$ cat config.mk
export PLATFORM = sky130hd
export DESIGN_NAME = driver_shifter_flat
export DESIGN_NICKNAME = d
export VERILOG_FILES = /design/src/design/led_panel_pkg.sv /design/src/design/column_if.sv /design/src/design/driver_shifter.sv /design/src/flat_wrapper.sv
export VERILOG_INCLUDE_DIRS = /design/src /design/src/design
export SDC_FILE = /design/constraint.sdc
export NUM_CORES = 1
export LEC_CHECK = 0
export BUFFER_PORTS_ARGS = -buffer_cell sky130_fd_sc_hd__buf_2
export CORE_ASPECT_RATIO = 2
export CORE_MARGIN = 2
export CORE_UTILIZATION = 54
export CTS_CLUSTER_DIAMETER = 150
export DETAILED_ROUTE_END_ITERATION = 12
export PLACE_DENSITY = 0.86
export SYNTH_ARGS = -nofsm -noshare
export SYNTH_HDL_FRONTEND = slang
export SYNTH_SLANG_ARGS = --single-unit
$ cat constraint.sdc
create_clock -name clk -period 13.3 [get_ports clk]
set_clock_uncertainty 0.05 [all_clocks]
set_input_delay 1.995 -clock clk [delete_from_list [all_inputs] [get_ports clk]]
set_output_delay 1.995 -clock clk [all_outputs]
set_load 0.005 [all_outputs]
$ cat src/design/led_panel_defines.svh
`ifndef LED_PANEL_DEFINES_SVH
`define LED_PANEL_DEFINES_SVH

// Panel geometry, 16 driver chips each driving 8 RGB pixels of one column group
`define LED_DRIVERS 16
// Channels per driver chip, which is also the width of one RGB pixel word
`define LED_CHANNELS 24
// Number of multiplexed scan columns
`define LED_COLUMNS 8
// One pixel word per driver and column
`define LED_RAM_DEPTH (`LED_DRIVERS * `LED_COLUMNS)

// Host bus widths
`define LED_AXI_ADDR_W 12
`define LED_AXI_DATA_W 32

// Control register, bit 0 enables scanning
`define LED_REG_CTRL 'h200
// Status register, frame count in bits 7:0 and busy in bit 8
`define LED_REG_STATUS 'h204

`endif
$ cat src/design/led_panel_pkg.sv
`default_nettype none

`include "led_panel_defines.svh"

package led_panel_pkg;

    // One RGB pixel as stored in memory and shifted to a driver
    typedef logic [`LED_CHANNELS-1:0] pixel_t;

    // Word address into the pixel memory
    typedef logic [$clog2(`LED_RAM_DEPTH)-1:0] ram_addr_t;

    // Index of the scan column being filled or shown
    typedef logic [$clog2(`LED_COLUMNS)-1:0] col_idx_t;

    // One pixel per driver for a single column, driver 0 in the low word
    typedef logic [`LED_DRIVERS*`LED_CHANNELS-1:0] column_t;

    // AXI response codes used by the host port
    typedef enum logic [1:0] {
        OKAY   = 2'b00,
        SLVERR = 2'b10
    } axi_resp_t;

endpackage

`default_nettype wire

$ cat src/design/column_if.sv
`timescale 1ns/1ns
`default_nettype none

// Carries one complete column from the buffer to the driver shifter
interface column_if;

    led_panel_pkg::column_t  data;
    led_panel_pkg::col_idx_t col;
    logic                    valid;
    logic                    ready;

    // The buffer holds data and col stable while valid waits for ready
    modport producer (output data, output col, output valid, input ready);

    modport consumer (input data, input col, input valid, output ready);

endinterface

`default_nettype wire

$ cat src/design/driver_shifter.sv
`timescale 1ns/1ns
`default_nettype none

`include "led_panel_defines.svh"

module driver_shifter (
    input  logic                         clk,
    input  logic                         nrst,
    column_if.consumer                   col_in,
    output logic [`LED_DRIVERS-1:0]      sdo,
    output logic                         shift_en,
    output logic                         latch,
    output led_panel_pkg::col_idx_t      col_sel,
    output logic                         frame_done
);

    typedef enum logic [1:0] {ST_IDLE, ST_SHIFT, ST_LATCH} state_e;

    state_e                                state;
    led_panel_pkg::column_t                shift_reg;
    led_panel_pkg::col_idx_t               pend_col;
    logic [$clog2(`LED_CHANNELS)-1:0]      bit_cnt;

    // Only an idle shifter takes a new column
    assign col_in.ready = (state == ST_IDLE);

    assign shift_en = (state == ST_SHIFT);
    assign latch    = (state == ST_LATCH);

    // col_sel already shows the new column during the latch cycle
    assign frame_done = latch &&
        (col_sel == led_panel_pkg::col_idx_t'(`LED_COLUMNS - 1));

    // Lane d carries the top bit of driver d's word
    always_comb begin
        for (int d = 0; d < `LED_DRIVERS; d++) begin
            sdo[d] = shift_reg[d*`LED_CHANNELS + `LED_CHANNELS - 1];
        end
    end

    always_ff @(posedge clk or negedge nrst) begin
        if (!nrst) begin
            state   <= ST_IDLE;
            bit_cnt <= '0;
            col_sel <= '0;
        end else begin
            case (state)
                ST_IDLE: begin
                    if (col_in.valid) begin
                        state   <= ST_SHIFT;
                        bit_cnt <= '0;
                    end
                end
                ST_SHIFT: begin
                    bit_cnt <= bit_cnt + 1'b1;
                    if (bit_cnt == `LED_CHANNELS - 1) begin
                        state   <= ST_LATCH;
                        col_sel <= pend_col;
                    end
                end
                // One latch cycle, then ready again
                ST_LATCH: state <= ST_IDLE;
                default:  state <= ST_IDLE;
            endcase
        end
    end

    // Shifting the whole column left moves each word's next bit to its top.
    // Bits spilling in from the word below only reach the top after 24 shifts
    always_ff @(posedge clk) begin
        if (col_in.valid && col_in.ready) begin
            shift_reg <= col_in.data;
            pend_col  <= col_in.col;
        end else if (shift_en) begin
            shift_reg <= shift_reg << 1;
        end
    end

endmodule

`default_nettype wire

$ cat src/flat_wrapper.sv
// flat-port wrapper written by rule: the top's interface ports become plain ports
module driver_shifter_flat 
  (clk, nrst, sdo, shift_en, latch, col_sel, frame_done, col_in_data, col_in_col, col_in_valid, col_in_ready);
  column_if col_in_i ();
  input  logic clk;
  input  logic nrst;
  output logic [`LED_DRIVERS-1:0] sdo;
  output logic shift_en;
  output logic latch;
  output led_panel_pkg::col_idx_t col_sel;
  output logic frame_done;
  input wire logic [$bits(col_in_i.data)-1:0] col_in_data;
  input wire logic [$bits(col_in_i.col)-1:0] col_in_col;
  input wire logic [$bits(col_in_i.valid)-1:0] col_in_valid;
  output wire logic [$bits(col_in_i.ready)-1:0] col_in_ready;
  assign col_in_i.data = col_in_data;
  assign col_in_i.col = col_in_col;
  assign col_in_i.valid = col_in_valid;
  assign col_in_ready = col_in_i.ready;
  driver_shifter u_core (.clk(clk), .nrst(nrst), .col_in(col_in_i), .sdo(sdo), .shift_en(shift_en), .latch(latch), .col_sel(col_sel), .frame_done(frame_done));
endmodule
==> results by stage <==
Outcome:
- The flow ran to the end, and the final reports show no timing, DRC or antenna violations.

Power:
- The design internal power is 3.59 mW.
- The clock network is responsible for 21.3% of the overall power.
- The switching power is 1.14 mW.
- The power density over the cells is 230 nW/um2.
- The leakage power is 8.50 nW.
- The proportion of total power due to net switching is 24.1%.
- The sequential share of power is 53.7%.
- Combinational cells account for 25.0% of the total power.
- The worst-case IR drop observed on VDD is 0.146 mV.

Clocking:
- In this run the number of H-tree levels came out at 2.
- The root buffer selected by CTS is sky130_fd_sc_hd__clkbuf_16.
- The total CTS buffers is 36.
- The longest clock path from root to sink contains 3 buffers.
- The number of setup buffers added after CTS is 0.
- The number of gates resized after CTS was 0.
- After clock tree synthesis, the clock-pin slew on the worst setup and hold paths is 0.06 ns.
- CTS saw 397 sinks.
- The TritonCTS clock tree is built.
- The number of hold buffers added after cts is 0.
- The clock latency at the later pin of the worst-skew pair is 0.51 ns.

Timing:
- The shortest clock period the worst path allows after layout is 5.73 ns.
- The number of hold-slack violations in the final timing report is 0.
- The upper clock frequency limit is 0.174 GHz.
- The number of pins exceeding their max-slew limit in the final report is 0.
- At the pin with the least slew margin, the transition time is 1.09 ns.
- Adding up every negative setup slack in the final design gives 0 ns.
- Setup violations remaining at the end of the flow were counted as 0.
- Setup repair after global routing left no endpoint under its margin.
- Of the available clock period, the critical path in the final layout requires 43.1%.
- On the final layout, the worst hold slack is 0.431 ns.
- The worst-case headroom to the max-slew limit is 27.6%.

Cells and area:
- The layout filler cell count is 2159.
- The share of cells above drive strength 1 is 65.8%.
- The relative area change from synthesis to final layout is 19.9%.
- Across the whole layout, storage elements account for 11900 um2.
- Summing all multi-input logic gate instances after layout gives 4870 um2.
- The register with the most flip-flops in the layout has 384 of them.
- The net count of the finished layout is 1662.

Placed design:
- Once detailed placement completed, the half-perimeter wirelength came to 24700 um.
- At the end of routability-driven placement, the weighted congestion stood at 0.839.
- The count of buffers added on input and output ports is 412.

Detailed routing:
- Summed over all layers, the routed wires come to 35600 um.
- The DRC violation count after routing is 0.
- The residual antenna-violating net count after detailed routing is 0.
- Dividing the detail-routed wire length by the instance count gives 20.5 um.
- The first TritonRoute pass finished after 4 iterations.
- In this run, the number of DRC markers left after iteration 0 of detailed routing was 578.
- For this block, the via count after detailed routing is 9078.
- In the routed layout, each cell is associated on average with a via count of 5.21.

Die:
- The initial utilization of the core area, before any placement, comes to 54.6%.
- 413 I/O pins were placed.
- From bottom edge to top edge, the die measures 256 um.
- The width of the chip is 130 um.
- The count of standard-cell rows is 92.
- The area of the core is 31400 um2.
- The die area is 33300 um2.

Critical path:
- The worst-case register-to-register setup slack is 8.79 ns.
- The kind of capture point of the worst setup path is a flip-flop.
- The maximum net fanout on the critical path is 79.
- The critical path is of the in2reg type.
- Counting cells, the worst reg-to-reg path comes to 5.
- At the worst endpoint, the required time is 13.51 ns.
- In this design, the stage delay of the slowest critical-path cell is 0.88 ns.
- The capture point of the worst reg-to-reg path is u_core.shift_reg[214].
- Counting stages on the worst path, the most repeated cell is sky130_fd_sc_hd__buf_4.
- The endpoint arrival time on the critical path is 5.95 ns.
- Traced cell by cell, the critical path runs through buf_2, or3b_4, buf_4, buf_4, buf_4, mux2_2.
- The kind of start point of the critical path is a primary input.
- The launching point of the worst reg2reg path is u_core.state[0].
- On the critical path, the stage with the largest delay is an instance of sky130_fd_sc_hd__buf_4.

Hold path:
- The terminating pin of the worst hold path is u_core.col_sel[1].
- The startpoint of the most critical hold path is u_core.pend_col[1].
- The class of the worst hold path is reg2reg.
- The number of cells on the worst hold path is 1.

Global route:
- Entering global routing, the biggest net connects 86 pins.
- The overall global routing resource usage is 20.7%.
- Global routing finished with a remaining overflow of 0.
- The number of global-route vias before repair is 9839.
- The global-route wire length before repair is 51900 um.
- The number of antenna violations at the first check in global routing was 27.

Run:
- Max-cap violations in this run came to 0.

Synth:
- The average instance area after synthesis is 19.6 um2.
- The synthesized cell area is 17200 um2.
- The unique cell type count in the Yosys netlist is 25.
- For this run, the register share of the synthesized area comes to 69.2%.
- The number of synthesis warnings is 0.
- The net count after synthesis is 1264.
- The number of synthesized register bits is 397.
- The number of standard cells after synthesis is 873.
critical path: cells and delay by family:
family        cells  cell delay, ns
simple gates      1            0.75
mux               1            0.42
buf+inv           4            2.60
synth_stat cells (all sizes together):
master	instances	share of area (%)
edfxtp	387	68
mux2	386	27
buf	57	2.3
dfrtp	10	1.5
nand2	6	0.13
clkbuf	4	0.088
nand3	4	0.12
a21oi	2	0.058
inv	2	0.044
nor2	2	0.044
o21ai	2	0.058
and3	1	0.037
and4	1	0.051
ha	1	0.073
mux2i	1	0.058
nand2b	1	0.037
nand4	1	0.037
nand4b	1	0.051
nor2b	1	0.037
o21a	1	0.044
or3b	1	0.051
xor2	1	0.051
worst max path at each step:
stage,from,end,cells past startpoint
2_1_floorplan,col_in_valid,u_core.shift_reg[0],6
4_1_cts,col_in_valid,u_core.shift_reg[163],6
3_3_place_gp,col_in_valid,u_core.shift_reg[209],6
3_5_place_dp,col_in_valid,u_core.shift_reg[225],6
5_1_grt,col_in_valid,u_core.shift_reg[223],6
6_report,col_in_valid,u_core.shift_reg[214],6
logic make-up after synthesis:
group                    share of synthesized area [%]
AND/OR/NAND/NOR                                  0.591
AO/OA/AOI/OAI                                    0.161
adder cells (fa/ha/maj)                         0.0729
XOR/XNOR                                        0.0511
multiplexers                                      27.4
flip-flops                                        69.2
buffers and inverters                             2.47
cell type report:
cell class                 instances  share of cell area [%]
sequential                       397                    57.7
multi-input combinational        413                    23.7
inverter                           2                  0.0365
clock inverter                    15                   0.693
antenna                           23                   0.280
clock buffer                      48                    4.70
tap                              423                    2.57
timing repair buffer             421                    10.4
cells in the final DEF (no fill, tap or decap), drive strengths merged:
master and n:
mux2i 1, clkinvlp 1, a21oi 2, o21ai 2, and4 1, xor2 1, nand2b 1, clkinv 11
nor2b 1, nand3 4, buf 421, diode 23, ha 1, mux2 386, nand2 6, edfxtp 387
nor2 2, nand4b 1, nand4 1, and3 1, inv 2, dfrtp 10, bufinv 3, clkbuf 48
or3b 1, o21a 1
routing by layer:
layer | wire length [um] | GRT usage, % | part of all wire, % | vias up
met5 | 55 | 0 | 0.15 | -
met4 | 1480 | 10.9 | 4.1 | 8
met3 | 1990 | 4.72 | 5.6 | 81
met2 | 19500 | 37.3 | 55 | 304
met1 | 12700 | 21.9 | 36 | 4475
li1 | - | - | - | 4210
power by group through the flow:
stage	combinational, mW	clock (mW)	sequential [mW]
after floorplan	0.976	0	2.62
after global placement	1.13	0	2.53
after detailed placement	1.19	0	2.55
after CTS	1.20	1.03	2.54
after global routing	1.28	1.08	2.60
final	1.18	1.01	2.54
stage by stage:
stage / worst slack (ns) / area, um2 / instances / power [mW] / utilization [%]
after floorplan: 1.43 / 17200 / 873 / 3.60 / -
after detailed placement: 7.05 / 19400 / 1656 / 3.74 / 61.7
final: 7.57 / 20600 / 1742 / 4.73 / 65.5
after global placement: 7.13 / 19400 / 1656 / 3.66 / 61.7
after global routing: 7.33 / 20600 / 1742 / 4.96 / 65.5
after CTS: 7.59 / 20500 / 1719 / 4.77 / 65.3
(Power assumes the default switching activity.)
