File: config.mk
export PLATFORM = sky130hd
export DESIGN_NAME = column_buffer_flat
export DESIGN_NICKNAME = d
export VERILOG_FILES = /design/src/design/led_panel_pkg.sv /design/src/design/column_if.sv /design/src/design/column_buffer.sv /design/src/flat_wrapper.sv
export VERILOG_INCLUDE_DIRS = /design/src /design/src/design
export SDC_FILE = /design/constraint.sdc
export NUM_CORES = 1
export LEC_CHECK = 0
export BUFFER_PORTS_ARGS = -buffer_cell sky130_fd_sc_hd__buf_2
export CORE_UTILIZATION = 36
export CTS_BUF_LIST = sky130_fd_sc_hd__clkbuf_16
export DETAILED_ROUTE_END_ITERATION = 10
export PLACE_DENSITY = 0.56
export SLEW_MARGIN = 20
export SYNTH_ARGS = -nofsm -noshare
export SYNTH_HDL_FRONTEND = slang
export SYNTH_SLANG_ARGS = --single-unit
File: constraint.sdc
create_clock -name clk -period 20.1 [get_ports clk]
set_input_delay 2.01 -clock clk [delete_from_list [all_inputs] [get_ports clk]]
set_output_delay 2.01 -clock clk [all_outputs]
set_load 0.05 [all_outputs]
File: src/design/led_panel_defines.svh
`ifndef LED_PANEL_DEFINES_SVH
`define LED_PANEL_DEFINES_SVH

// Panel geometry, 16 driver chips each driving 8 RGB pixels of one column group
`define LED_DRIVERS 16
// Channels per driver chip, which is also the width of one RGB pixel word
`define LED_CHANNELS 24
// Number of multiplexed scan columns
`define LED_COLUMNS 8
// One pixel word per driver and column
`define LED_RAM_DEPTH (`LED_DRIVERS * `LED_COLUMNS)

// Host bus widths
`define LED_AXI_ADDR_W 12
`define LED_AXI_DATA_W 32

// Control register, bit 0 enables scanning
`define LED_REG_CTRL 'h200
// Status register, frame count in bits 7:0 and busy in bit 8
`define LED_REG_STATUS 'h204

`endif
File: src/design/led_panel_pkg.sv
`default_nettype none

`include "led_panel_defines.svh"

package led_panel_pkg;

    // One RGB pixel as stored in memory and shifted to a driver
    typedef logic [`LED_CHANNELS-1:0] pixel_t;

    // Word address into the pixel memory
    typedef logic [$clog2(`LED_RAM_DEPTH)-1:0] ram_addr_t;

    // Index of the scan column being filled or shown
    typedef logic [$clog2(`LED_COLUMNS)-1:0] col_idx_t;

    // One pixel per driver for a single column, driver 0 in the low word
    typedef logic [`LED_DRIVERS*`LED_CHANNELS-1:0] column_t;

    // AXI response codes used by the host port
    typedef enum logic [1:0] {
        OKAY   = 2'b00,
        SLVERR = 2'b10
    } axi_resp_t;

endpackage

`default_nettype wire

File: src/design/column_if.sv
`timescale 1ns/1ns
`default_nettype none

// Carries one complete column from the buffer to the driver shifter
interface column_if;

    led_panel_pkg::column_t  data;
    led_panel_pkg::col_idx_t col;
    logic                    valid;
    logic                    ready;

    // The buffer holds data and col stable while valid waits for ready
    modport producer (output data, output col, output valid, input ready);

    modport consumer (input data, input col, input valid, output ready);

endinterface

`default_nettype wire

File: src/design/column_buffer.sv
`timescale 1ns/1ns
`default_nettype none

`include "led_panel_defines.svh"

module column_buffer (
    input  logic                     clk,
    input  logic                     nrst,
    input  logic                     scan_en,
    output led_panel_pkg::ram_addr_t rd_addr,
    input  led_panel_pkg::pixel_t    rd_data,
    output logic                     busy,
    column_if.producer               col_out
);

    localparam int COL_W = `LED_DRIVERS * `LED_CHANNELS;
    localparam int DRV_W = $clog2(`LED_DRIVERS);
    // One extra count for the memory latency after the last address
    localparam int CNT_W = DRV_W + 1;

    typedef enum logic [1:0] {ST_IDLE, ST_FILL, ST_HOLD} state_e;

    state_e                  state;
    logic [CNT_W-1:0]        fill_cnt;
    logic                    fill_half;
    led_panel_pkg::col_idx_t fill_col;
    led_panel_pkg::column_t  halves [2];
    logic                    take;

    assign take = col_out.valid && col_out.ready;

    // With 8 columns, c + 8 * d is just the driver index above the column bits
    assign rd_addr = {fill_cnt[DRV_W-1:0], fill_col};

    // The half just filled is offered until the shifter takes it
    assign col_out.data  = halves[fill_half];
    assign col_out.col   = fill_col;
    assign col_out.valid = (state == ST_HOLD);

    // Busy covers every column still in progress after enable falls
    assign busy = (state != ST_IDLE);

    always_ff @(posedge clk or negedge nrst) begin
        if (!nrst) begin
            state     <= ST_IDLE;
            fill_cnt  <= '0;
            fill_half <= 1'b0;
            fill_col  <= '0;
        end else begin
            case (state)
                ST_IDLE: begin
                    // A fresh enable always restarts the scan at column 0
                    if (scan_en) begin
                        state    <= ST_FILL;
                        fill_cnt <= '0;
                        fill_col <= '0;
                    end
                end
                ST_FILL: begin
                    // 16 addresses go out, the 17th cycle catches the last word
                    fill_cnt <= fill_cnt + 1'b1;
                    if (fill_cnt == CNT_W'(`LED_DRIVERS)) state <= ST_HOLD;
                end
                ST_HOLD: begin
                    if (take) begin
                        // Swap halves so the taken column stays intact while
                        // the next one is gathered
                        fill_half <= ~fill_half;
                        fill_col  <= fill_col + 1'b1;
                        fill_cnt  <= '0;
                        state     <= scan_en ? ST_FILL : ST_IDLE;
                    end
                end
                default: state <= ST_IDLE;
            endcase
        end
    end

    // Each returned pixel enters at the top, so driver 0 ends in the low word
    always_ff @(posedge clk) begin
        if (state == ST_FILL && fill_cnt != '0) begin
            halves[fill_half] <= {rd_data, halves[fill_half][COL_W-1:`LED_CHANNELS]};
        end
    end

endmodule

`default_nettype wire

File: src/flat_wrapper.sv
// flat-port wrapper written by rule: the top's interface ports become plain ports
module column_buffer_flat 
  (clk, nrst, scan_en, rd_addr, rd_data, busy, col_out_data, col_out_col, col_out_valid, col_out_ready);
  column_if col_out_i ();
  input  logic clk;
  input  logic nrst;
  input  logic scan_en;
  output led_panel_pkg::ram_addr_t rd_addr;
  input  led_panel_pkg::pixel_t rd_data;
  output logic busy;
  output wire logic [$bits(col_out_i.data)-1:0] col_out_data;
  output wire logic [$bits(col_out_i.col)-1:0] col_out_col;
  output wire logic [$bits(col_out_i.valid)-1:0] col_out_valid;
  input wire logic [$bits(col_out_i.ready)-1:0] col_out_ready;
  assign col_out_data = col_out_i.data;
  assign col_out_col = col_out_i.col;
  assign col_out_valid = col_out_i.valid;
  assign col_out_i.ready = col_out_ready;
  column_buffer u_core (.clk(clk), .nrst(nrst), .scan_en(scan_en), .rd_addr(rd_addr), .rd_data(rd_data), .busy(busy), .col_out(col_out_i));
endmodule
==> impl.org <==
** Run status
- Outcome :: finished, final reports clean

** Timing
- The worst pin sits at a relative slew slack of 0.236.
- Final number of max-transition violations :: 0
- Hold timing on the final database bottoms out at a slack of around 0.57 ns.
- Maximum achievable frequency :: between 0.1 and 0.15 GHz
- Worst slew pin tran :: 1.15 ns
- After layout, the minimum clock period comes to 6.98 ns.
- Setup violations remaining at the end of the flow were counted as 0.
- For the final routed database, the setup TNS stands at 0 ns.
- The number of endpoints with negative hold slack in the final report was 0.
- On the final layout, the worst clock skew is 0.0256 ns.
- Setup repair after global routing left no endpoint under its margin.
- Tcrit/Tclk final :: 0.347

** Cells and area
- Most frequent cells in the layout :: sky130_fd_sc_hd__edfxtp_1, sky130_fd_sc_hd__buf_2, sky130_fd_sc_hd__mux2_2
- Number of antenna diodes :: 0
- Layout net count :: 1772
- Compared with the post-synthesis result, the final layout area differs by 20.5%.
- After filler insertion, the fill cell instance count of the layout stands at 6786.
- The library cell used most frequently in the layout, excluding fill and tap cells, is sky130_fd_sc_hd__edfxtp_1.
- Ratio of cells with drive above 1 in the final layout :: 0.527

** Clock network
- The H-tree generated during clock tree synthesis spans 3 levels.
- Buffers inserted during clock tree synthesis total 83.
- Clock tree synthesis selected as its root buffer the cell sky130_fd_sc_hd__clkbuf_16.
- Max clock buf depth :: 3
- TritonCTS built the clock tree.
- For the worst-skew pair, the clock arrives at the later sink with an insertion delay of 0.62 ns.
- Post-CTS sizing :: 0
- Hold_buf cts :: 0
- For this design, the sink count on the clock tree is ~780.
- Once the clock tree was built, the setup fixing pass inserted 0 buffers.
- Clock-pin slew was measured on the worst setup and hold paths at around 0.060 ns.

** Yosys
- For this run, the number of Yosys warnings is 0.
- Number of distinct library cells after synthesis :: 28
- After technology mapping, the gate count stands at 1271.
- Counting flops and latches in the post-synthesis netlist gives 779.
- After synthesis the cells add up to 28600 um^2.
- For this run, the register share of the synthesized area comes to 0.817.
- When the netlist entered floorplanning its net count stood at 1302.
- After synthesis, the mean cell area works out to ~22 um^2.

** Critical path
- STA classifies the critical path startpoint as a register.
- For the worst setup path, the data required time is 18.09 ns.
- Crit Path Category :: register to output pin
- Critical Path Sink Type :: output pin
- Along the worst path, the maximum fanout reaches 73.
- Endpoint arrival time on the critical path :: 4.97 ns

** Detailed routing
- The final route contains 13000 vias.
- For this block, the routed nets add up to 53.3 mm of wire.
- Iter 0 DRT Violations :: just over 600
- Per-cell routed wire length :: 18.7 um
- Drt via density :: around 4.6
- Residual antenna-violating net count after detailed routing :: 0
- In the routed design, unresolved DRC markers number 0.
- Before antenna repair, the detailed router went through 5 iterations.

** GRT
- The first global-routing pass estimated between 80 and 90 mm of wire.
- Across every metal layer, demand over resource in global routing totals 0.130.
- The via count of the first global-routing pass was 13600.
- Antenna violations before repair :: 1
- The total overflow left after global routing is 0.
- Largest net degree at the start of global routing :: roughly 140

** Floorplanning
- Placeable core region :: roughly 78000 um^2
- IO Pins :: 424
- The floorplan has 102 rows.
- Effective utilization at floorplan :: 0.366
- The floorplan step set the die width to 284 um.
- The die covers 80500 um^2.
- Vertical die dimension :: 284 um

** Placed design
- Post-DP HPWL :: 32.7 mm
- At the end of routability-driven placement, the weighted congestion stood at 0.762.
- The count of buffers added on input and output ports is 423.

** Run
- Max-cap violations in this run came to 0.

** Min path
- The worst hold path belongs to the class register to register.
metrics by stage:
step	util	area [um^2]	worst slack [ns]	cells
floorplan	-	28600	2.17	1271
global placement	0.405	31600	13.70	2695
detailed placement	0.405	31600	13.69	2695
CTS	0.441	34400	12.97	2845
global route	0.442	34400	12.74	2846
finish	0.442	34400	13.12	2846
cells by family (layout without fill, tap and decap cells):
family / Yosys count / count (layout) / share of synthesized area
AO/OA/AOI/OAI: 18 / 18 / 0.00407
XOR/XNOR: 3 / 3 / 0.000920
adder cells (fa/ha/maj): 3 / 3 / 0.00131
buffers and inverters: 58 / 593 / 0.0191
flip-flops: 779 / 779 / 0.817
multiplexers: 387 / 387 / 0.152
AND/OR/NAND/NOR: 23 / 23 / 0.00517
per-layer routing:
metal / wire (um) / share of wire / global-route usage / vias up
li1: - / - / - / 6024
met1: 22200 / 0.42 / 0.162 / 6500
met4: 1210 / 0.023 / 0.0453 / 0
met5: 0 / 0 / 0 / -
met2: 25400 / 0.48 / 0.207 / 359
met3: 4470 / 0.084 / 0.0509 / 79
synthesized netlist by cell type:
library cell	n	area share
sky130_fd_sc_hd__edfxtp_1	768	0.81
sky130_fd_sc_hd__mux2_2	385	0.15
sky130_fd_sc_hd__buf_6	38	0.015
sky130_fd_sc_hd__dfrtp_1	11	0.0096
sky130_fd_sc_hd__buf_4	9	0.0024
sky130_fd_sc_hd__nor2_1	8	0.0011
sky130_fd_sc_hd__o21ai_0	7	0.0012
sky130_fd_sc_hd__buf_2	6	0.0011
sky130_fd_sc_hd__inv_1	5	0.00066
sky130_fd_sc_hd__nand2_1	4	0.00053
sky130_fd_sc_hd__a22o_1	3	0.00092
sky130_fd_sc_hd__ha_1	3	0.0013
sky130_fd_sc_hd__nand4b_1	3	0.00092
sky130_fd_sc_hd__xnor2_1	3	0.00092
sky130_fd_sc_hd__a21oi_1	2	0.00035
sky130_fd_sc_hd__mux2i_1	2	0.00070
sky130_fd_sc_hd__nand3_1	2	0.00035
sky130_fd_sc_hd__or4b_1	2	0.00070
sky130_fd_sc_hd__a211o_1	1	0.00031
sky130_fd_sc_hd__a31o_2	1	0.00031
sky130_fd_sc_hd__and4bb_2	1	0.00044
sky130_fd_sc_hd__nand3b_4	1	0.00070
sky130_fd_sc_hd__o21ai_1	1	0.00018
sky130_fd_sc_hd__o21bai_1	1	0.00026
sky130_fd_sc_hd__o22ai_1	1	0.00022
sky130_fd_sc_hd__o311ai_0	1	0.00031
sky130_fd_sc_hd__or2_2	1	0.00022
sky130_fd_sc_hd__or2b_1	1	0.00026
sequential cells by signal (all words and copies together) (netlist names):
| register | flops |
|---|---|
| u_core.halves | 768 |
| u_core.fill_cnt | 5 |
| u_core.col_out.col | 3 |
| u_core.state | 2 |
| u_core.fill_half | 1 |
layout make-up:
| type | instances | area [um^2] | share of cell area |
|---|---|---|---|
| flip-flops and latches | 779 | 23300 | 0.678 |
| repair buffers | 438 | 2270 | 0.0661 |
| well taps | 1040 | 1300 | 0.0378 |
| multi-input cells | 434 | 4700 | 0.136 |
| clock inverters | 67 | 717 | 0.0208 |
| inverters | 5 | 18.8 | 0.000545 |
| clock buffers | 83 | 2080 | 0.0603 |
critical path, cell delays in order (launching register included):
cell and delay (ns):
sky130_fd_sc_hd__dfrtp_4 1.10, sky130_fd_sc_hd__buf_4 0.76, sky130_fd_sc_hd__buf_4 0.83, sky130_fd_sc_hd__buf_4 0.79, sky130_fd_sc_hd__mux2_2 0.45, sky130_fd_sc_hd__buf_2 0.22
worst paths after layout:
path                                  startpoint                    end  slack (ns)  depth (start not counted)
max in group asynchronous                   nrst       u_core.fill_half       18.62                          1
hold reg to reg            u_core.halves[1][316]  u_core.halves[1][292]        0.57                          1
min in group asynchronous                   nrst     u_core.fill_cnt[0]        1.25                          1
setup / recovery                u_core.fill_half       col_out_data[58]       13.12                          5
hold / removal             u_core.halves[1][316]  u_core.halves[1][292]        0.57                          1
setup reg to reg                u_core.fill_half   u_core.halves[1][34]       15.71                          4
Power is not shown: default switching activity piles up to over one toggle a cycle in this logic, so the estimate is an artifact.
