--- src/design/led_panel_defines.svh ---
`ifndef LED_PANEL_DEFINES_SVH
`define LED_PANEL_DEFINES_SVH

// Panel geometry, 16 driver chips each driving 8 RGB pixels of one column group
`define LED_DRIVERS 16
// Channels per driver chip, which is also the width of one RGB pixel word
`define LED_CHANNELS 24
// Number of multiplexed scan columns
`define LED_COLUMNS 8
// One pixel word per driver and column
`define LED_RAM_DEPTH (`LED_DRIVERS * `LED_COLUMNS)

// Host bus widths
`define LED_AXI_ADDR_W 12
`define LED_AXI_DATA_W 32

// Control register, bit 0 enables scanning
`define LED_REG_CTRL 'h200
// Status register, frame count in bits 7:0 and busy in bit 8
`define LED_REG_STATUS 'h204

`endif
--- src/design/led_panel_pkg.sv ---
`default_nettype none

`include "led_panel_defines.svh"

package led_panel_pkg;

    // One RGB pixel as stored in memory and shifted to a driver
    typedef logic [`LED_CHANNELS-1:0] pixel_t;

    // Word address into the pixel memory
    typedef logic [$clog2(`LED_RAM_DEPTH)-1:0] ram_addr_t;

    // Index of the scan column being filled or shown
    typedef logic [$clog2(`LED_COLUMNS)-1:0] col_idx_t;

    // One pixel per driver for a single column, driver 0 in the low word
    typedef logic [`LED_DRIVERS*`LED_CHANNELS-1:0] column_t;

    // AXI response codes used by the host port
    typedef enum logic [1:0] {
        OKAY   = 2'b00,
        SLVERR = 2'b10
    } axi_resp_t;

endpackage

`default_nettype wire

--- src/design/axil_pixel_writer.sv ---
`timescale 1ns/1ns
`default_nettype none

`include "led_panel_defines.svh"

module axil_pixel_writer (
    input  logic                            clk,
    input  logic                            nrst,
    input  logic [`LED_AXI_ADDR_W-1:0]      awaddr,
    input  logic                            awvalid,
    output logic                            awready,
    input  logic [`LED_AXI_DATA_W-1:0]      wdata,
    input  logic [`LED_AXI_DATA_W/8-1:0]    wstrb,
    input  logic                            wvalid,
    output logic                            wready,
    output led_panel_pkg::axi_resp_t        bresp,
    output logic                            bvalid,
    input  logic                            bready,
    input  logic [`LED_AXI_ADDR_W-1:0]      araddr,
    input  logic                            arvalid,
    output logic                            arready,
    output logic [`LED_AXI_DATA_W-1:0]      rdata,
    output led_panel_pkg::axi_resp_t        rresp,
    output logic                            rvalid,
    input  logic                            rready,
    output logic                            ram_we,
    output led_panel_pkg::ram_addr_t        ram_waddr,
    output led_panel_pkg::pixel_t           ram_wdata,
    output led_panel_pkg::ram_addr_t        ram_raddr,
    input  led_panel_pkg::pixel_t           ram_rdata,
    output logic                            scan_en,
    input  logic                            latch,
    input  led_panel_pkg::col_idx_t         col_sel,
    input  logic                            busy
);

    typedef enum logic [1:0] {SEL_PIXEL, SEL_CTRL, SEL_STATUS, SEL_NONE} reg_sel_e;

    logic                       wr_go;
    logic                       rd_go;
    logic                       wr_pend;
    led_panel_pkg::ram_addr_t   wr_idx;
    led_panel_pkg::pixel_t      wr_pixel;
    logic [`LED_CHANNELS/8-1:0] wr_bytes;
    logic                       rd_pend;
    reg_sel_e                   rd_sel;
    logic [7:0]                 frame_cnt;

    // Everything below the control register is pixel memory, word aligned
    function automatic reg_sel_e decode(input logic [`LED_AXI_ADDR_W-1:0] addr);
        logic [`LED_AXI_ADDR_W-1:0] word;
        word = {addr[`LED_AXI_ADDR_W-1:2], 2'b00};
        if (word < `LED_REG_CTRL) return SEL_PIXEL;
        if (word == `LED_REG_CTRL) return SEL_CTRL;
        if (word == `LED_REG_STATUS) return SEL_STATUS;
        return SEL_NONE;
    endfunction

    // A write needs address and data together, and only one response in flight
    assign wr_go   = awvalid && wvalid && !bvalid;
    assign awready = wr_go;
    assign wready  = wr_go;
    // Writes win the shared host read port, reads wait one cycle
    assign rd_go   = arvalid && !rd_pend && !rvalid && !wr_go;
    assign arready = rd_go;

    // A pixel write first reads the old word so unstrobed bytes survive
    assign ram_raddr = wr_go ? led_panel_pkg::ram_addr_t'(awaddr >> 2)
                             : led_panel_pkg::ram_addr_t'(araddr >> 2);
    assign ram_we    = wr_pend;
    assign ram_waddr = wr_idx;

    always_comb begin
        ram_wdata = ram_rdata;
        for (int b = 0; b < `LED_CHANNELS/8; b++) begin
            if (wr_bytes[b]) ram_wdata[b*8 +: 8] = wr_pixel[b*8 +: 8];
        end
    end

    always_ff @(posedge clk or negedge nrst) begin
        if (!nrst) begin
            bvalid  <= 1'b0;
            wr_pend <= 1'b0;
            scan_en <= 1'b0;
        end else begin
            wr_pend <= 1'b0;
            if (bvalid && bready) bvalid <= 1'b0;
            if (wr_go) begin
                bvalid <= 1'b1;
                // Status is read only and unmapped writes are dropped
                if (decode(awaddr) == SEL_PIXEL) wr_pend <= 1'b1;
                if (decode(awaddr) == SEL_CTRL && wstrb[0]) scan_en <= wdata[0];
            end
        end
    end

    // Write payload, merged with the old word one cycle after the transfer
    always_ff @(posedge clk) begin
        if (wr_go) begin
            wr_idx   <= led_panel_pkg::ram_addr_t'(awaddr >> 2);
            wr_pixel <= wdata[`LED_CHANNELS-1:0];
            wr_bytes <= wstrb[`LED_CHANNELS/8-1:0];
            bresp    <= (decode(awaddr) == SEL_NONE) ? led_panel_pkg::SLVERR
                                                      : led_panel_pkg::OKAY;
        end
    end

    // Read pipeline, address in the first cycle and data captured in the second
    always_ff @(posedge clk or negedge nrst) begin
        if (!nrst) begin
            rd_pend <= 1'b0;
            rvalid  <= 1'b0;
        end else begin
            rd_pend <= rd_go;
            if (rvalid && rready) rvalid <= 1'b0;
            if (rd_pend) rvalid <= 1'b1;
        end
    end

    always_ff @(posedge clk) begin
        if (rd_go) rd_sel <= decode(araddr);
        if (rd_pend) begin
            rdata <= '0;
            rresp <= led_panel_pkg::OKAY;
            case (rd_sel)
                SEL_PIXEL:  rdata[`LED_CHANNELS-1:0] <= ram_rdata;
                SEL_CTRL:   rdata[0] <= scan_en;
                SEL_STATUS: begin
                    rdata[7:0] <= frame_cnt;
                    rdata[8]   <= busy;
                end
                default:    rresp <= led_panel_pkg::SLVERR;
            endcase
        end
    end

    // One frame ends with the latch of the last column
    always_ff @(posedge clk or negedge nrst) begin
        if (!nrst) begin
            frame_cnt <= '0;
        end else if (latch && col_sel == led_panel_pkg::col_idx_t'(`LED_COLUMNS - 1)) begin
            frame_cnt <= frame_cnt + 1'b1;
        end
    end

endmodule

`default_nettype wire

--- config.mk ---
export PLATFORM = sky130hd
export DESIGN_NAME = axil_pixel_writer
export DESIGN_NICKNAME = d
export VERILOG_FILES = /design/src/design/led_panel_pkg.sv /design/src/design/axil_pixel_writer.sv
export VERILOG_INCLUDE_DIRS = /design/src /design/src/design
export SDC_FILE = /design/constraint.sdc
export NUM_CORES = 1
export LEC_CHECK = 0
export ABC_CLOCK_PERIOD_IN_PS = 2000
export BUFFER_PORTS_ARGS = -buffer_cell sky130_fd_sc_hd__buf_4
export CORE_MARGIN = 5
export CORE_UTILIZATION = 40
export CTS_BUF_LIST = sky130_fd_sc_hd__clkbuf_8
export DETAILED_ROUTE_END_ITERATION = 10
export GPL_TIMING_DRIVEN = 0
export PLACE_DENSITY = 0.73
export SYNTH_ARGS = -nofsm -noshare
export SYNTH_HDL_FRONTEND = slang
export SYNTH_SLANG_ARGS = --single-unit
export TNS_END_PERCENT = 100
--- constraint.sdc ---
create_clock -name clk -period 2 [get_ports clk]
set_clock_uncertainty 0.15 [all_clocks]
set_input_delay 0.1 -clock clk [delete_from_list [all_inputs] [get_ports clk]]
set_output_delay 0.1 -clock clk [all_outputs]
set_load 0.05 [all_outputs]
==> summary.md <==
| Metric | Value |
|---|---|
| Library cell with the largest summed area after synthesis | sky130_fd_sc_hd__edfxtp_1 |
| Leading cell types by total area after synthesis | sky130_fd_sc_hd__edfxtp_1, sky130_fd_sc_hd__dfrtp_1, sky130_fd_sc_hd__mux2_1, sky130_fd_sc_hd__mux2_2, sky130_fd_sc_hd__and2_1 |
| Tmin final | 1900 ps |
| Kind of launch point of the worst setup path | flop |
| Sort of element at the end of the critical path | output pin |
| Most used cells in the layout excluding fill and tap cells | sky130_fd_sc_hd__buf_4, sky130_fd_sc_hd__dlygate4sd3_1, sky130_fd_sc_hd__edfxtp_1 |
| Post-route DRC violation count | 0 |
| Summed area of non-filler cells in the final layout | 5540 sq um |
| Slew headroom | 61.5% |
| Number of warnings reported in the yosys synthesis log | 0 |
| Internal reg-to-reg setup slack | 100 ps |
| # fillers | 544 |
| Termination of the worst setup path | ram_wdata[11] |
| First-pass DRT Iterations | 4 |
| Starting DRC count in detailed routing | 83 |
| Power, Total | 4340 uW |
| Portion of synthesized cell area occupied by the leading cell type | 58.3% |
| Routed via count divided by cell count | 4.59 |
| Later-pin clock latency in the skew report | 330 ps |
| Synth cell types | 32 |
| Critical path data required time | 1750 ps |
| DR WL/cell | 16.3 um |
| Count of flip-flops with a built-in enable after synthesis | 62 |
| Worst-path clk slew | 80 ps |
| Number of max-slew violations in the final report | 0 |
| Number of nets still failing antenna checks after routing | 0 |
| Reg2Reg Capture Point | rdata[8] |
| Highest clock rate | 0.526 GHz |
| Clock sinks | 75 |
| Leakage Power | 0.00241 uW |
| Wire length of the first global-routing pass | 14500 um |
| Synthesis-to-finish area growth | 73.4% |
| Antenna violations before repair | 1 |
| Maximum number of pins on one net before global-route repair | 39 |
| Number of buffers added on ports | 153 |
| Clock Tree Buf Depth | 2 |
| Starting Density | 41.1% |
| Final Hold Viols | 0 |
| Post-place instance area | 4550 sq um |
| Critical path startpoint | wr_bytes[1] |
| Net total in the final layout | 553 |
| Post-synthesis area per instance | 15.4 sq um |
| Placement row count | 32 |
| Post-synthesis cell count | 207 |
| Overall die width | 99.3 um |
| Critical-path cell list | clkbuf_1, mux2_1, buf_4 |
| Stages on the worst setup path | 3 |
| Maximum level of the CTS H-tree | 3 |
| Worst r2r path cells | 4 |
| Most common cell after layout, fill and taps aside | sky130_fd_sc_hd__buf_4 |
| Half-perimeter wire length after detailed placement | 6130 um |
| Post-detailed-routing wire length | 9190 um |
| Vias in the first global route | 2778 |
| Count of endpoints failing setup in the final report | 0 |
| Count of vias placed by the detailed router | 2587 |
| R2R Path Start | rd_sel[1] |
| CTS tree | done |
| Final Cycle Share | 95.0% |
| Slowest Stage Delay on Critical Path | 400 ps |
| CTS buffer count | 9 |
| Worst path slowest cell | sky130_fd_sc_hd__clkbuf_1 |
| Layout cells sized above 1 | 43.2% |
| Maximum vdd drop | 420 uV |
| Cell area after synthesis | 3190 sq um |
| Top cell family by delay on the critical path | buffers and inverters |
| Final weighted congestion in routability-driven placement | 0.735 |
| Standard cell core area | 7770 sq um |
| Global route overflow | 0 |
| Area of the die | 9870 sq um |
| Final core utilization | 71.3% |
| Run status | complete, no violations |
| Min-Delay Path Class | input port to async pin |
| I/O pin cnt | 177 |
| Setup repair after global routing missed its margin | no |
| Kind of critical path | flop to output pin |
| Total buffers and inverters traversed by the critical path | 2 |
| Die H | 99.3 um |
| Flip-flop cell with the highest count after synthesis | sky130_fd_sc_hd__edfxtp_1 |
| Sequential fraction of the synthesis area | 68.5% |
| PD cells | 783 nW/um^2 |
| CTS Root Buffer Type | sky130_fd_sc_hd__clkbuf_8 |
| Share of synthesized registers carrying an async set or reset | 17.3% |
| Pre-CTS setup slack | 159 ps |
| Worst Max-Slew Pin Slew | 577 ps |
| Max-cap violations | 0 |
| Total of flip-flops plus latches after synthesis | 75 |
| GRT Resource Usage Total | 18.9% |
| Critical-path maximum fanout | 8 |
| Arrival time at the worst endpoint | 1650 ps |
| Worst setup slack after layout | 99.9 ps |
how the worst min path moves through the flow:
stage / start / depth (start not counted) / end / slack [ps]
final: nrst / 2 / frame_cnt[3] / 20
after detailed placement: nrst / 1 / frame_cnt[1] / -190
after CTS: nrst / 2 / frame_cnt[3] / 3
after global placement: nrst / 1 / frame_cnt[1] / -190
after floorplan: nrst / 0 / bvalid / -350
after global routing: nrst / 2 / frame_cnt[6] / 0.6
layer usage:
metal / wire length [um] / global-route usage [%]
met1: 3300 / 20.5
met2: 5030 / 35.2
met3: 677 / 4.42
met4: 188 / 7.98
met5: 0 / 0
cells by family (layout without fill, tap and decap cells):
logic type,count (synthesis),count (layout),synth area share (%)
xor+xnor,7,7,1.92
flops,75,75,68.5
compound gates,6,6,1.29
fa+ha+maj,1,1,0.392
buf+inv,21,266,3.84
simple gates,55,55,9.84
mux,41,41,14.1
other cells,1,11,0.117
synth_stat cells, types with 3 or more instances:
master / n
sky130_fd_sc_hd__mux2_2: 10
sky130_fd_sc_hd__edfxtp_1: 62
sky130_fd_sc_hd__clkbuf_1: 5
sky130_fd_sc_hd__nor2_1: 13
sky130_fd_sc_hd__nand2_1: 5
sky130_fd_sc_hd__nand3_1: 6
sky130_fd_sc_hd__mux2_1: 22
sky130_fd_sc_hd__xnor2_1: 3
sky130_fd_sc_hd__xor2_1: 4
sky130_fd_sc_hd__mux2i_1: 9
sky130_fd_sc_hd__buf_4: 11
sky130_fd_sc_hd__dfrtp_1: 13
sky130_fd_sc_hd__nor3_1: 4
sky130_fd_sc_hd__and2_1: 16
per-stage QoR:
| stage | std cells | hold slack, ps | setup TNS, ps |
|---|---|---|---|
| 6_report | 564 | 16.7 | 0 |
| 5_1_grt | 564 | 0.647 | 0 |
| 4_1_cts | 562 | 2.81 | 0 |
| 3_5_place_dp | 471 | -191 | 0 |
| 3_3_place_gp | 471 | -194 | 0 |
| 2_1_floorplan | 216 | -346 | -384 |
sequential cells by signal, summed over array words and instances, names as in the netlist, 2 cells and up:
| signal | cells |
|---|---|
| rdata | 24 |
| wr_pixel | 24 |
| frame_cnt | 8 |
| ram_waddr | 7 |
| wr_bytes | 3 |
| rd_sel | 2 |
area by class of cell:
cell class,count,area (sq um),area share (%)
clock buffers,9,124,2.24
multi-input cells,120,937,16.9
well taps,102,128,2.30
inverters,3,27.5,0.497
flip-flops and latches,75,2190,39.5
clock inverters,7,92.6,1.67
diodes,1,2.50,0.0452
plain buffers,18,126,2.28
repair buffers,229,1910,34.5
report_power, final:
group	leakage [uW]	internal (uW)	switching [uW]	total, uW
Sequential	0.000750	1850	108	1950
Combinational	0.00156	464	676	1140
Clock	0.000107	700	544	1240
repair_timing:
item	4_1_cts	5_1_grt
hold buffers	75	0
pin swaps	1	1
buffers inserted	0	1
resized for setup	2	1
gates cloned	0	0
setup endpoints to repair	1	1
endpoints found under the hold margin	80	0
(Power assumes the default switching activity.)
